<file path="config.mk">
export PLATFORM = sky130hd
export DESIGN_NAME = pcs_tx_encoder
export DESIGN_NICKNAME = d
export VERILOG_FILES = /design/src/logic/pcs_pkg.sv /design/src/logic/block_classifier.sv /design/src/logic/pcs_tx_encoder.sv /design/src/logic/tx_block_output.sv /design/src/logic/tx_sequence_checker.sv
export SDC_FILE = /design/constraint.sdc
export NUM_CORES = 1
export LEC_CHECK = 0
export BUFFER_PORTS_ARGS = -buffer_cell sky130_fd_sc_hd__buf_2
export CAP_MARGIN = 20
export CORE_MARGIN = 2
export CORE_UTILIZATION = 60
export CTS_CLUSTER_SIZE = 25
export DETAILED_ROUTE_END_ITERATION = 8
export PLACE_DENSITY = 0.78
export SLEW_MARGIN = 25
export SYNTH_ARGS = -nofsm -noshare
export SYNTH_HDL_FRONTEND = slang
export SYNTH_HIERARCHICAL = 1
export SYNTH_SLANG_ARGS = --single-unit
</file>
<file path="constraint.sdc">
create_clock -name i_clock -period 9.13 [get_ports i_clock]
set_clock_uncertainty 0.1 [all_clocks]
set_input_delay 1.826 -clock i_clock [delete_from_list [all_inputs] [get_ports i_clock]]
set_output_delay 1.826 -clock i_clock [all_outputs]
set_load 0.02 [all_outputs]
</file>
<file path="src/logic/pcs_pkg.sv">
// Shared widths, character codes and block constants of the 100GBASE-R transmit PCS
package pcs_pkg;

	// One CGMII word, byte 0 in the top bits
	typedef logic [63:0] mii_data_t;
	// Control bits, bit 7 belongs to byte 0
	typedef logic [7:0]  mii_ctrl_t;
	// 66-bit block, sync header in bits 65:64
	typedef logic [65:0] block_t;
	typedef logic [1:0]  sync_header_t;
	// One-hot block kind {D, S, C, T}, zero is E
	typedef logic [3:0]  t_type_t;
	typedef logic [57:0] scr_state_t;

	localparam t_type_t T_TYPE_D = 4'b1000;
	localparam t_type_t T_TYPE_S = 4'b0100;
	localparam t_type_t T_TYPE_C = 4'b0010;
	localparam t_type_t T_TYPE_T = 4'b0001;
	localparam t_type_t T_TYPE_E = 4'b0000;

	// CGMII control characters
	localparam logic [7:0] CGMII_START     = 8'hFB;
	localparam logic [7:0] CGMII_TERMINATE = 8'hFD;
	localparam logic [7:0] CGMII_FSIG      = 8'h5C;
	localparam logic [7:0] CGMII_Q         = 8'h9C;
	localparam logic [7:0] CGMII_IDLE      = 8'h07;
	localparam logic [7:0] CGMII_ERROR     = 8'hFE;

	// PCS control characters and ordered-set codes
	localparam logic [6:0] PCS_IDLE  = 7'h00;
	localparam logic [6:0] PCS_ERROR = 7'h1E;
	localparam logic [3:0] PCS_Q     = 4'h0;
	localparam logic [3:0] PCS_FSIG  = 4'hF;

	localparam sync_header_t DATA_SH = 2'b01;
	localparam sync_header_t CTRL_SH = 2'b10;

	// Block type field values
	localparam logic [7:0] BTYPE_CTRL  = 8'h1E;
	localparam logic [7:0] BTYPE_S     = 8'h78;
	localparam logic [7:0] BTYPE_ORDER = 8'h4B;
	localparam logic [7:0] BTYPE_T0    = 8'h87;
	localparam logic [7:0] BTYPE_T1    = 8'h99;
	localparam logic [7:0] BTYPE_T2    = 8'hAA;
	localparam logic [7:0] BTYPE_T3    = 8'hB4;
	localparam logic [7:0] BTYPE_T4    = 8'hCC;
	localparam logic [7:0] BTYPE_T5    = 8'hD2;
	localparam logic [7:0] BTYPE_T6    = 8'hE1;
	localparam logic [7:0] BTYPE_T7    = 8'hFF;

	// Control block filled with error characters
	localparam block_t EBLOCK_T = {CTRL_SH, BTYPE_CTRL, {8{PCS_ERROR}}};

	// Scrambler state after reset
	localparam scr_state_t SCRAMBLER_SEED = '1;

endpackage

</file>
<file path="src/logic/block_classifier.sv">
// Decode stage: registers the CGMII word, classifies it and builds the 66-bit block
module block_classifier
(
	input  logic               i_clock,
	input  logic               i_reset,
	input  logic               i_valid,
	input  pcs_pkg::mii_data_t i_tx_data,
	input  pcs_pkg::mii_ctrl_t i_tx_ctrl,
	output logic               o_valid,
	output pcs_pkg::block_t    o_block,
	output pcs_pkg::t_type_t   o_type
);
	import pcs_pkg::*;

	mii_data_t  tx_data;
	mii_ctrl_t  tx_ctrl;
	logic [7:0] char_ok;
	logic [6:0] pcs_char [8];
	logic [7:0] term_hit;
	logic [2:0] term_pos;
	logic       is_data;
	logic       is_ord_mask;
	logic       is_start;
	logic       is_q;
	logic       is_fsig;
	logic       is_idle;
	logic [3:0] ord_code;

	// Returns {valid, pcs character}; only idle and error have a PCS code
	function automatic logic [7:0] map_char(input logic [7:0] c);
		case (c)
			CGMII_IDLE:  return {1'b1, PCS_IDLE};
			CGMII_ERROR: return {1'b1, PCS_ERROR};
			default:     return 8'h00;
		endcase
	endfunction

	always_ff @(posedge i_clock)
	begin
		if (i_reset)
			o_valid <= 1'b0;
		else
			o_valid <= i_valid;
	end

	// Word register, loaded only on valid input
	always_ff @(posedge i_clock)
	begin
		if (i_valid)
		begin
			tx_data <= i_tx_data;
			tx_ctrl <= i_tx_ctrl;
		end
	end

	// Per-byte character mapping, index i is byte i
	always_comb
	begin
		for (int i = 0; i < 8; i++)
			{char_ok[i], pcs_char[i]} = map_char(tx_data[63 - 8*i -: 8]);
	end

	assign is_data     = (tx_ctrl == 8'h00);
	assign is_ord_mask = (tx_ctrl == 8'h80);
	assign is_start    = is_ord_mask && (tx_data[63 -: 8] == CGMII_START);
	assign is_q        = is_ord_mask && (tx_data[63 -: 8] == CGMII_Q);
	assign is_fsig     = is_ord_mask && (tx_data[63 -: 8] == CGMII_FSIG);
	assign is_idle     = (tx_ctrl == 8'hFF) && (tx_data == {8{CGMII_IDLE}});
	assign ord_code    = is_q ? PCS_Q : PCS_FSIG;

	// Terminate in byte n: control on bytes n..7, every byte after T idle or error
	always_comb
	begin
		logic fill_ok;

		term_hit = '0;
		term_pos = '0;
		for (int n = 0; n < 8; n++)
		begin
			fill_ok = 1'b1;
			for (int k = n + 1; k < 8; k++)
				fill_ok = fill_ok & char_ok[k];
			term_hit[n] = (tx_ctrl == (8'hFF >> n)) &&
				(tx_data[63 - 8*n -: 8] == CGMII_TERMINATE) && fill_ok;
			if (term_hit[n])
				term_pos = 3'(n);
		end
	end

	always_comb
	begin
		o_block = EBLOCK_T;
		o_type  = T_TYPE_E;
		if (is_data)
		begin
			o_block = {DATA_SH, tx_data};
			o_type  = T_TYPE_D;
		end
		else if (is_start)
		begin
			o_block = {CTRL_SH, BTYPE_S, tx_data[55:0]};
			o_type  = T_TYPE_S;
		end
		else if (is_q || is_fsig)
		begin
			o_block = {CTRL_SH, BTYPE_ORDER, tx_data[55 -: 24], ord_code, 28'h0};
			o_type  = T_TYPE_C;
		end
		else if (is_idle)
		begin
			o_block = {CTRL_SH, BTYPE_CTRL, {8{PCS_IDLE}}};
			o_type  = T_TYPE_C;
		end
		else if (|term_hit)
		begin
			o_type = T_TYPE_T;
			// Data bytes before T, zero fill, then mapped characters after T
			case (term_pos)
				3'd0: o_block = {CTRL_SH, BTYPE_T0, 7'h0, pcs_char[1], pcs_char[2],
					pcs_char[3], pcs_char[4], pcs_char[5], pcs_char[6], pcs_char[7]};
				3'd1: o_block = {CTRL_SH, BTYPE_T1, tx_data[63 -: 8], 6'h0, pcs_char[2],
					pcs_char[3], pcs_char[4], pcs_char[5], pcs_char[6], pcs_char[7]};
				3'd2: o_block = {CTRL_SH, BTYPE_T2, tx_data[63 -: 16], 5'h0,
					pcs_char[3], pcs_char[4], pcs_char[5], pcs_char[6], pcs_char[7]};
				3'd3: o_block = {CTRL_SH, BTYPE_T3, tx_data[63 -: 24], 4'h0,
					pcs_char[4], pcs_char[5], pcs_char[6], pcs_char[7]};
				3'd4: o_block = {CTRL_SH, BTYPE_T4, tx_data[63 -: 32], 3'h0,
					pcs_char[5], pcs_char[6], pcs_char[7]};
				3'd5: o_block = {CTRL_SH, BTYPE_T5, tx_data[63 -: 40], 2'h0,
					pcs_char[6], pcs_char[7]};
				3'd6: o_block = {CTRL_SH, BTYPE_T6, tx_data[63 -: 48], 1'b0, pcs_char[7]};
				default: o_block = {CTRL_SH, BTYPE_T7, tx_data[63 -: 56]};
			endcase
		end
	end

endmodule

</file>
<file path="src/logic/pcs_tx_encoder.sv">
// 100GBASE-R transmit encoder: classify, sequence check, then scramble and deliver
module pcs_tx_encoder
#(
	parameter int FIFO_DEPTH = 8
)
(
	input  logic               i_clock,
	input  logic               i_reset,
	input  logic               i_valid,
	input  pcs_pkg::mii_data_t i_tx_data,
	input  pcs_pkg::mii_ctrl_t i_tx_ctrl,
	input  logic               i_out_credit,
	output logic               o_valid,
	output pcs_pkg::block_t    o_block,
	output logic               o_in_credit
);
	import pcs_pkg::*;

	logic    dec_valid;
	block_t  dec_block;
	t_type_t dec_type;
	logic    exe_valid;
	block_t  exe_block;

	block_classifier block_classifier_inst
	(
		.i_clock   (i_clock),
		.i_reset   (i_reset),
		.i_valid   (i_valid),
		.i_tx_data (i_tx_data),
		.i_tx_ctrl (i_tx_ctrl),
		.o_valid   (dec_valid),
		.o_block   (dec_block),
		.o_type    (dec_type)
	);

	tx_sequence_checker tx_sequence_checker_inst
	(
		.i_clock (i_clock),
		.i_reset (i_reset),
		.i_valid (dec_valid),
		.i_block (dec_block),
		.i_type  (dec_type),
		.o_valid (exe_valid),
		.o_block (exe_block)
	);

	tx_block_output #(
		.FIFO_DEPTH (FIFO_DEPTH)
	) tx_block_output_inst
	(
		.i_clock      (i_clock),
		.i_reset      (i_reset),
		.i_valid      (exe_valid),
		.i_block      (exe_block),
		.i_out_credit (i_out_credit),
		.o_valid      (o_valid),
		.o_block      (o_block),
		.o_in_credit  (o_in_credit)
	);

endmodule

</file>
<file path="src/logic/tx_block_output.sv">
// Result stage: block FIFO, payload scrambler and credit flow control on both sides
module tx_block_output
#(
	parameter int FIFO_DEPTH = 8
)
(
	input  logic            i_clock,
	input  logic            i_reset,
	input  logic            i_valid,
	input  pcs_pkg::block_t i_block,
	input  logic            i_out_credit,
	output logic            o_valid,
	output pcs_pkg::block_t o_block,
	output logic            o_in_credit
);
	import pcs_pkg::*;

	localparam int PTR_W = (FIFO_DEPTH > 1) ? $clog2(FIFO_DEPTH) : 1;
	localparam int CNT_W = $clog2(FIFO_DEPTH + 1);

	block_t           mem [FIFO_DEPTH];
	logic [PTR_W-1:0] wr_ptr;
	logic [PTR_W-1:0] rd_ptr;
	logic [CNT_W-1:0] fill;
	logic [CNT_W-1:0] credits;
	logic             pop;
	block_t           head;
	scr_state_t       scr_state;
	scr_state_t       scr_next;
	mii_data_t        scr_payload;

	function automatic logic [PTR_W-1:0] ptr_inc(input logic [PTR_W-1:0] p);
		return (p == PTR_W'(FIFO_DEPTH - 1)) ? '0 : p + 1'b1;
	endfunction

	// Pop needs a stored block and a sink credit
	assign pop  = (fill != '0) && (credits != '0);
	assign head = mem[rd_ptr];

	always_ff @(posedge i_clock)
	begin
		if (i_valid)
			mem[wr_ptr] <= i_block;
	end

	always_ff @(posedge i_clock)
	begin
		if (i_reset)
		begin
			wr_ptr  <= '0;
			rd_ptr  <= '0;
			fill    <= '0;
			credits <= '0;
		end
		else
		begin
			if (i_valid)
				wr_ptr <= ptr_inc(wr_ptr);
			if (pop)
				rd_ptr <= ptr_inc(rd_ptr);
			if (i_valid && !pop)
				fill <= fill + 1'b1;
			else if (pop && !i_valid)
				fill <= fill - 1'b1;
			// Sink keeps at most FIFO_DEPTH grants outstanding
			if (i_out_credit && !pop)
				credits <= credits + 1'b1;
			else if (pop && !i_out_credit)
				credits <= credits - 1'b1;
		end
	end

	// Self-synchronizing x^58 + x^39 + 1, payload bit 0 first
	always_comb
	begin
		scr_next = scr_state;
		for (int i = 0; i < 64; i++)
		begin
			scr_payload[i] = head[i] ^ scr_next[38] ^ scr_next[57];
			scr_next = {scr_next[56:0], scr_payload[i]};
		end
	end

	always_ff @(posedge i_clock)
	begin
		if (i_reset)
		begin
			scr_state <= SCRAMBLER_SEED;
			o_valid   <= 1'b0;
		end
		else
		begin
			o_valid <= pop;
			if (pop)
				scr_state <= scr_next;
		end
	end

	// Sync header is sent in the clear
	always_ff @(posedge i_clock)
	begin
		if (pop)
			o_block <= {head[65:64], scr_payload};
	end

	// Each block sent frees one FIFO slot for the source
	assign o_in_credit = o_valid;

endmodule

</file>
<file path="src/logic/tx_sequence_checker.sv">
// Execute stage: transmit sequence FSM that replaces illegal blocks with error blocks
module tx_sequence_checker
(
	input  logic             i_clock,
	input  logic             i_reset,
	input  logic             i_valid,
	input  pcs_pkg::block_t  i_block,
	input  pcs_pkg::t_type_t i_type,
	output logic             o_valid,
	output pcs_pkg::block_t  o_block
);
	import pcs_pkg::*;

	typedef enum logic [2:0]
	{
		TX_INIT,
		TX_C,
		TX_D,
		TX_T,
		TX_E
	} tx_state_t;

	tx_state_t state;
	tx_state_t state_next;

	// Anything not listed for a state falls to TX_E
	always_comb
	begin
		state_next = TX_E;
		case (state)
			TX_INIT, TX_C, TX_T:
			begin
				if (i_type == T_TYPE_C)
					state_next = TX_C;
				else if (i_type == T_TYPE_S)
					state_next = TX_D;
			end
			TX_D:
			begin
				if (i_type == T_TYPE_D)
					state_next = TX_D;
				else if (i_type == T_TYPE_T)
					state_next = TX_T;
			end
			TX_E:
			begin
				if (i_type == T_TYPE_D)
					state_next = TX_D;
				else if (i_type == T_TYPE_T)
					state_next = TX_T;
				else if (i_type == T_TYPE_C)
					state_next = TX_C;
			end
			default:
				state_next = TX_E;
		endcase
	end

	always_ff @(posedge i_clock)
	begin
		if (i_reset)
		begin
			state   <= TX_INIT;
			o_valid <= 1'b0;
		end
		else
		begin
			o_valid <= i_valid;
			if (i_valid)
				state <= state_next;
		end
	end

	always_ff @(posedge i_clock)
	begin
		if (i_valid)
			o_block <= (state_next == TX_E) ? EBLOCK_T : i_block;
	end

endmodule

</file>
==> summary.txt, run 1 <==
Outcome
  • Outcome: finished clean

Layout
  • Layout cells sized above 1: roughly 22%
  • Filler Cells Inserted: between 3000 and 4000
  • Area growth syn-to-layout: 12.3%
  • Layout Cells excl Fill: between 2000 and 3000
  • Layout Nets: 2157
  • Most frequent cells in the layout: edfxtp_1 (732), buf_2 (143), mux4_2 (114)
  • Util after Layout: between 60% and 70%
  • Commonest non-fill, non-tap cell in the layout: edfxtp_1

Global route
  • Vias in the first global route: approximately 18000
  • First-pass GRT wire length: 113 mm
  • Largest net degree at the start of global routing: slightly above 80
  • Initial antenna violation count: 3
  • Total track usage: a little over a quarter
  • Grt ovf: 0

STA
  • Fin Setup TNS: 0 ns
  • Final setup fails: 0
  • Post-route minimum period: about 5.0 ns
  • Minimum hold slack: 0.381 ns
  • Slew Limit Fails: 0
  • Final hold violations: 0
  • Setup repair after global routing missed its margin: false
  • Worst slew pin tran: 0.953 ns
  • Final period util: a little under three fifths
  • Achievable Freq: approximately 200 MHz
  • Worst slew margin: a little over a third

Routing
  • Vias/cell: between 6 and 7
  • Wl on met1: between 30 and 40 mm
  • Antenna-violating nets left: 0
  • Remaining DRCs: 0
  • Wire length on met3: ~6.2 mm
  • Avg WL per Cell: roughly 27 um
  • Total wire length: approximately 76 mm
  • DRT Pass-1 Iters: 6
  • Highest routed layer: met5
  • Total number of vias: approximately 18000
  • First DRT Iteration DRCs: 2030
  • Metal2 WL: between 30 and 40 mm

CTS
  • Clock Sink Count: around 810
  • Hold Buf Count CTS: 0
  • Worst-Skew Late Latency: between 0.6 and 0.7 ns
  • CTS tree: yes
  • CTS HTree Levels: 3
  • Clock slew at reported path FFs: roughly 0.060 ns
  • CTS Buf Count: 81
  • Post-cts sizing count: 0
  • Clock Tree Buf Depth: 3
  • Setup Fix Bufs, Post-CTS: 0
  • Root Buffer: clkbuf_16

Logic synthesis
  • Post-synth EDFFs: approximately 730
  • Proportion of synthesized chip area in sequential cells: 71.6%
  • Multiplexer area fraction after synthesis: between 10% and 20%
  • Ys flop type: edfxtp_1
  • Compound-gate portion of the synthesized area: under 10%
  • Synth unique cells: 76
  • Gate Count Post-Synth: approximately 1900
  • Syn Area/Cell: 17.4 um2
  • Seq cells post-synth: 813
  • Post-Synth XOR/XNOR Area: 3.95%
  • Cell area after synthesis: around 33000 um2
  • Adder-cell area share of the yosys netlist: less than 1%
  • Syn nets: 1988
  • Post-Synth Simple-Gate Area: under 10%
  • FFs w/ async S/R, synth: 0%
  • Yosys warnings: 6
  • Largest family of logic cells by synthesized area: multiplexers

Pwr
  • VDD IR max: about 0.00036 V
  • Clock power share: 28.6%
  • Pleak: 12.1 nW
  • Comb power frac: approximately 28%
  • Seq pwr share: a little over two fifths
  • Sw frac: between 30% and 40%
  • Internal: between 7 and 8 mW
  • Sw power: ~3.6 mW
  • PD cells: 306 nW/um2
  • Pwr Total: roughly 11 mW

Die
  • Initial Util: between 60% and 70%
  • Die footprint: 56800 um2
  • Core footprint: around 54000 um2
  • IO Count: ~140
  • Die width: about 240 um
  • Number of cell rows: 85
  • Die height: about 240 um

Worst setup path
  • Critical path class: reg2reg
  • Critical path arrival: approximately 5.3 ns
  • CP Capture Type: flip-flop
  • CP Launch Type: flip-flop
  • Crit path required time: roughly 9.4 ns
  • Crit path max fanout: 34

Min path
  • HP Class: reg2reg

Place
  • Dpl hpwl: 49.1 mm
  • Placed cells: 2678
  • GPL Wtd Cong: 0.965
  • IO Port Bufs: between 100 and 150

Job
  • Max Cap Viol: 0
==> power groups by stage <==
stage | Combinational (mW) | Sequential (mW) | Clock, mW
floorplan | 2.15 | 5.07 | 0
global placement | 3.09 | 4.97 | 0
detailed placement | 3.14 | 4.99 | 0
CTS | 3.17 | 4.92 | 3.27
global route | 3.40 | 4.95 | 3.43
finish | 3.18 | 4.91 | 3.23
==> synthesized netlist by cell type (20+ instances only) <==
| cell type | count | share of area (%) |
|---|---|---|
| edfxtp_1 | 732 | 67 |
| mux4_2 | 114 | 7.8 |
| nand2_1 | 104 | 1.2 |
| mux2i_1 | 83 | 2.5 |
| dfxtp_1 | 81 | 4.9 |
| nor2_1 | 73 | 0.83 |
| xor2_1 | 69 | 1.8 |
| xnor2_1 | 57 | 1.5 |
| a21oi_1 | 47 | 0.71 |
| nand2b_1 | 43 | 0.82 |
| clkbuf_1 | 35 | 0.40 |
| and2_1 | 33 | 0.63 |
| nor3_1 | 33 | 0.50 |
| a221o_1 | 29 | 0.88 |
| buf_2 | 25 | 0.38 |
| a22o_1 | 22 | 0.58 |
| nor4_1 | 22 | 0.42 |
| nand3b_1 | 21 | 0.48 |
| o21ai_0 | 20 | 0.30 |
==> worst max-delay path, cell delays in order (launching register included) <==
cell,delay (ns)
edfxtp_1,0.44
or4_1,0.53
or4b_1,0.56
nor2b_1,0.17
o21ai_1,0.19
a41oi_2,0.45
nand2_1,0.44
xnor2_1,0.14
or4_1,0.48
a32oi_4,0.71
buf_4,0.42
nand2b_1,0.12
==> through the flow <==
stage                     instance area (um2)  setup WS, ns
after global placement                  34400          4.30
after floorplan                         33000          3.29
after detailed placement                34400          4.12
final                                   37000          4.10
after CTS                               37000          4.11
after global routing                    37000          3.64
==> registers in the layout (all words and copies together), names as in the netlist, named ones only <==
register / cells
block_classifier_inst/tx_ctrl: 8
tx_block_output_inst/mem: 528
tx_block_output_inst/fill: 4
tx_block_output_inst/scr_state: 58
tx_block_output_inst/o_block: 66
block_classifier_inst/o_valid: 1
tx_sequence_checker_inst/o_block: 66
tx_sequence_checker_inst/state: 3
block_classifier_inst/tx_data: 64
tx_block_output_inst/credits: 4
tx_block_output_inst/o_in_credit: 1
tx_block_output_inst/rd_ptr: 3
tx_sequence_checker_inst/o_valid: 1
tx_block_output_inst/wr_ptr: 3
==> cells by family (layout without fill, tap and decap cells) <==
logic type	count (synthesis)	in the layout
AOI/OAI and AO/OA	186	186
and+or+nand+nor	412	412
xor gates and xnor gates	136	136
adders and majority gates	16	16
buffers and inverters	118	353
DFF	813	813
other	0	2
muxes	215	215
==> per-layer routing <==
layer	global-route usage [%]	vias to the layer above
met4	8.13	2
met5	0	-
met1	39.0	9110
li1	-	7789
met3	4.69	143
met2	44.0	930
==> worst paths after layout <==
check                                          from  slack [ns]  cells past startpoint                                   end
hold reg to reg        tx_block_output_inst/fill[3]        0.38                      2          tx_block_output_inst/fill[3]
hold / removal         tx_block_output_inst/fill[3]        0.38                      2          tx_block_output_inst/fill[3]
setup reg to reg  block_classifier_inst/tx_data[51]        4.10                     11  tx_sequence_checker_inst/o_block[22]
setup / recovery  block_classifier_inst/tx_data[51]        4.10                     11  tx_sequence_checker_inst/o_block[22]
==> area by class of cell <==
class                   instances  area (um2)  area share, %
repair buffers                173         961           2.59
clock inverters                30         258          0.696
inverters                      31         119          0.321
flip-flops and latches        813       23600           63.8
multi-input cells             965        8830           23.9
clock buffers                 119        2370           6.39
well taps                     696         871           2.35
diodes                          2        5.00         0.0135
Note: power is estimated with default switching activity, not from simulation.
==> inputs of run 2 (changes only) <==
- ABC_AREA: default -> 1
- clock period: 9.13 -> 5.1 ns (I/O delays scaled with it)
==> run 2 against run 1 <==
Against the previous run: area after synthesis increased by 6.7%; synthesized cell count increased by 74%; sequential cell count unchanged; cell count increased by 50%; final area increased by 6.1%; clock power increased by 92%; count of clock-buffer cells in the layout decreased by 17.
==> summary.txt, run 2 <==
Logic synthesis
  • Multiplexer area fraction after synthesis: 0%
  • Largest family of logic cells by synthesized area: simple AND/OR/NAND/NOR gates
  • Post-synth top area share: between 60% and 70%
  • Yosys warnings: 6
  • Post-Synth XOR/XNOR Area: under 10%
  • Post-synth EDFFs: around 730
  • Synth area leader: edfxtp_1
  • FFs w/ async S/R, synth: 0%
  • Synth area leaders: edfxtp_1 (62%), nand2_1 (9.3%), nand3_1 (4.9%), dfxtp_1 (4.6%), nor2_1 (3.2%)
  • Proportion of synthesized chip area in sequential cells: ~67%
  • Commonest cells post-synth: nand2_1 (876), edfxtp_1 (732), nand3_1 (344)
  • Cell area after synthesis: 35200 um2
  • Syn nets: about 3400
  • Cell with the most instances after synthesis: nand2_1
  • Synth unique cells: 52
  • Syn Area/Cell: 10.7 um2
  • Post-Synth Simple-Gate Area: between 20% and 30%
  • Ys flop type: edfxtp_1
  • Seq cells post-synth: around 810
  • Gate Count Post-Synth: around 3300
  • Adder-cell area share of the yosys netlist: less than 1%
  • Compound-gate portion of the synthesized area: under 10%

Worst setup path
  • CP Launch Type: flip-flop
  • Slowest CP cell: o31ai_4
  • Critical path class: reg2reg
  • Worst stage delay on the critical path: roughly 0.66 ns
  • CP top delay family: simple AND/OR/NAND/NOR gates
  • Crit path required time: ~5.4 ns
  • Critical path arrival: ~4.4 ns
  • CP Capture Type: flip-flop
  • Worst path buffer plus inverter count: 4
  • Crit path max fanout: 11
  • Most used cell, CP: nand2_1
  • Crit-path cells: inv_1, nand2_1, nor2_1, nand2_1, nand2_1, nand2_1, inv_1, nand2_2, inv_1, nand2_1, or2_1, nand2_1, inv_1, ha_1, o31ai_4, a21oi_1, nor2_1, nand2_1, nand2_1, nand2_1, or2_2

Layout
  • Commonest non-fill, non-tap cell in the layout: nand2_1
  • Util after Layout: between 60% and 70%
  • Area growth syn-to-layout: 11.7%
  • Most frequent cells in the layout: nand2_1 (875), edfxtp_1 (732), nand3_1 (344)
  • Layout cells sized above 1: a little under an eighth
  • Top flop regs: tx_block_output_inst/mem x528, tx_block_output_inst/o_block x66, tx_sequence_checker_inst/o_block x66
  • Biggest register: tx_block_output_inst/mem
  • Largest register FFs: between 500 and 600
  • Filler Cells Inserted: 4075
  • Layout Nets: 3504

Job
  • Max Cap Viol: 0

Routing
  • Total wire length: 91.7 mm
  • Total number of vias: around 25000
  • Vias/cell: between 5 and 6
  • First DRT Iteration DRCs: between 2000 and 3000
  • DRT Pass-1 Iters: 6
  • Avg WL per Cell: ~22 um
  • Remaining DRCs: 0
  • Antenna-violating nets left: 0

STA
  • Achievable Freq: between 200 and 250 MHz
  • Final period util: 80.2%
  • Final setup fails: 0
  • Minimum hold slack: 0.381 ns
  • Setup repair after global routing missed its margin: false
  • Post-route minimum period: between 4 and 5 ns
  • Worst slew pin tran: ~1.1 ns
  • Fin Setup TNS: 0 ns
  • Worst slew margin: roughly 28%
  • Final hold violations: 0
  • Slew Limit Fails: 0

Outcome
  • Outcome: finished clean

Pwr
  • PD cells: roughly 560 nW/um2
  • Pleak: between 10 and 15 nW
  • Clock power share: roughly 28%
  • Comb power frac: 32.2%
  • Seq pwr share: 39.6%
  • Internal: about 14 mW
  • VDD IR max: between 0.0005 and 0.0006 V
  • Sw frac: between 30% and 40%
  • Sw power: about 8.0 mW

CTS
  • CTS Buf Count: 79
  • CTS tree: yes
  • Post-cts sizing count: 0
  • Clock Tree Buf Depth: 3
  • Hold Buf Count CTS: 0
  • Root Buffer: clkbuf_16
  • Setup Fix Bufs, Post-CTS: 0
  • Worst-Skew Late Latency: roughly 0.63 ns
  • Clock slew at reported path FFs: roughly 0.06 ns
  • CTS HTree Levels: 3
  • Clock Sink Count: roughly 800

Die
  • IO Count: roughly 140
  • Die height: about 250 um
  • Die width: about 250 um
  • Number of cell rows: 88
  • Initial Util: approximately three fifths
  • Core footprint: 57800 um2
  • Die footprint: between 60000 and 70000 um2

Global route
  • First-pass GRT wire length: 139 mm
  • Largest net degree at the start of global routing: roughly 180
  • Initial antenna violation count: 0
  • Vias in the first global route: about 24000
  • Total track usage: 30.7%
  • Grt ovf: 0

Min path
  • HP Class: reg2reg

Place
  • GPL Wtd Cong: about 0.93
  • IO Port Bufs: 143
  • Dpl hpwl: slightly below 60 mm
## run 2: worst register-to-register path, cell delays in order, from the launching register on
cell and delay [ns]:
edfxtp_1 0.45, inv_1 0.12, nand2_1 0.06, nor2_1 0.10
nand2_1 0.12, nand2_1 0.14, nand2_1 0.10, inv_1 0.07
nand2_2 0.07, inv_1 0.06, nand2_1 0.07, or2_1 0.25
nand2_1 0.12, inv_1 0.07, ha_1 0.36, o31ai_4 0.66
a21oi_1 0.15, nor2_1 0.24, nand2_1 0.10, nand2_1 0.07
nand2_1 0.07, or2_2 0.29
## run 2: per-stage QoR
step / instance area [um2] / power [mW] / setup slack (ns) / instances
after floorplan: 35200 / 13.5 / 1.01 / 3301
after global placement: 36500 / 15.4 / 1.14 / 4096
after detailed placement: 36500 / 15.7 / 1.07 / 4096
after CTS: 39300 / 21.9 / 1.05 / 4242
after global routing: 39300 / 23.0 / 0.631 / 4242
final: 39300 / 21.9 / 1.01 / 4243
## run 2: per-layer routing
| layer | track usage, % | part of all wire, % | vias up |
|---|---|---|---|
| li1 | - | - | 11479 |
| met1 | 41.2 | 39 | 11813 |
| met2 | 50.2 | 48 | 1402 |
| met3 | 4.56 | 9.4 | 211 |
| met4 | 13.4 | 3.9 | 0 |
| met5 | 0 | 0 | - |
## run 2: power by group through the flow
| stage | Combinational [mW] | Sequential (mW) | Clock, mW |
|---|---|---|---|
| 6_report | 7.04 | 8.66 | 6.20 |
| 5_1_grt | 7.74 | 8.72 | 6.52 |
| 3_5_place_dp | 6.86 | 8.79 | 0 |
| 4_1_cts | 6.93 | 8.66 | 6.26 |
| 2_1_floorplan | 4.47 | 9.02 | 0 |
| 3_3_place_gp | 6.64 | 8.75 | 0 |
## run 2: cell families (layout without fill, tap and decap cells)
family | count (synthesis) | count (layout)
other | 0 | 1
buffers and inverters | 388 | 564
adder cells (fa/ha/maj) | 16 | 16
AND/OR/NAND/NOR | 1689 | 1689
AO/OA/AOI/OAI | 334 | 334
flip-flops | 813 | 813
XOR/XNOR | 61 | 61
## run 2: path summary, 6_finish.rpt
check	from	end	slack [ns]	cells past startpoint
worst max-delay path	block_classifier_inst/tx_data[11]	tx_sequence_checker_inst/o_block[16]	1.01	21
worst min-delay path	tx_block_output_inst/fill[3]	tx_block_output_inst/fill[3]	0.38	2
worst max register to register	block_classifier_inst/tx_data[11]	tx_sequence_checker_inst/o_block[16]	1.01	21
worst min register to register	tx_block_output_inst/fill[3]	tx_block_output_inst/fill[3]	0.38	2
## run 2: cell type report
class	count	area, um2	area share [%]
Sequential cell	813	23600	60.1
Tap cell	765	957	2.44
Antenna cell	1	2.50	0.00637
Clock buffer	102	2220	5.64
Timing Repair Buffer	176	1080	2.74
Inverter	242	923	2.35
Clock inverter	44	579	1.47
Multi-Input combinational cell	2100	9910	25.2
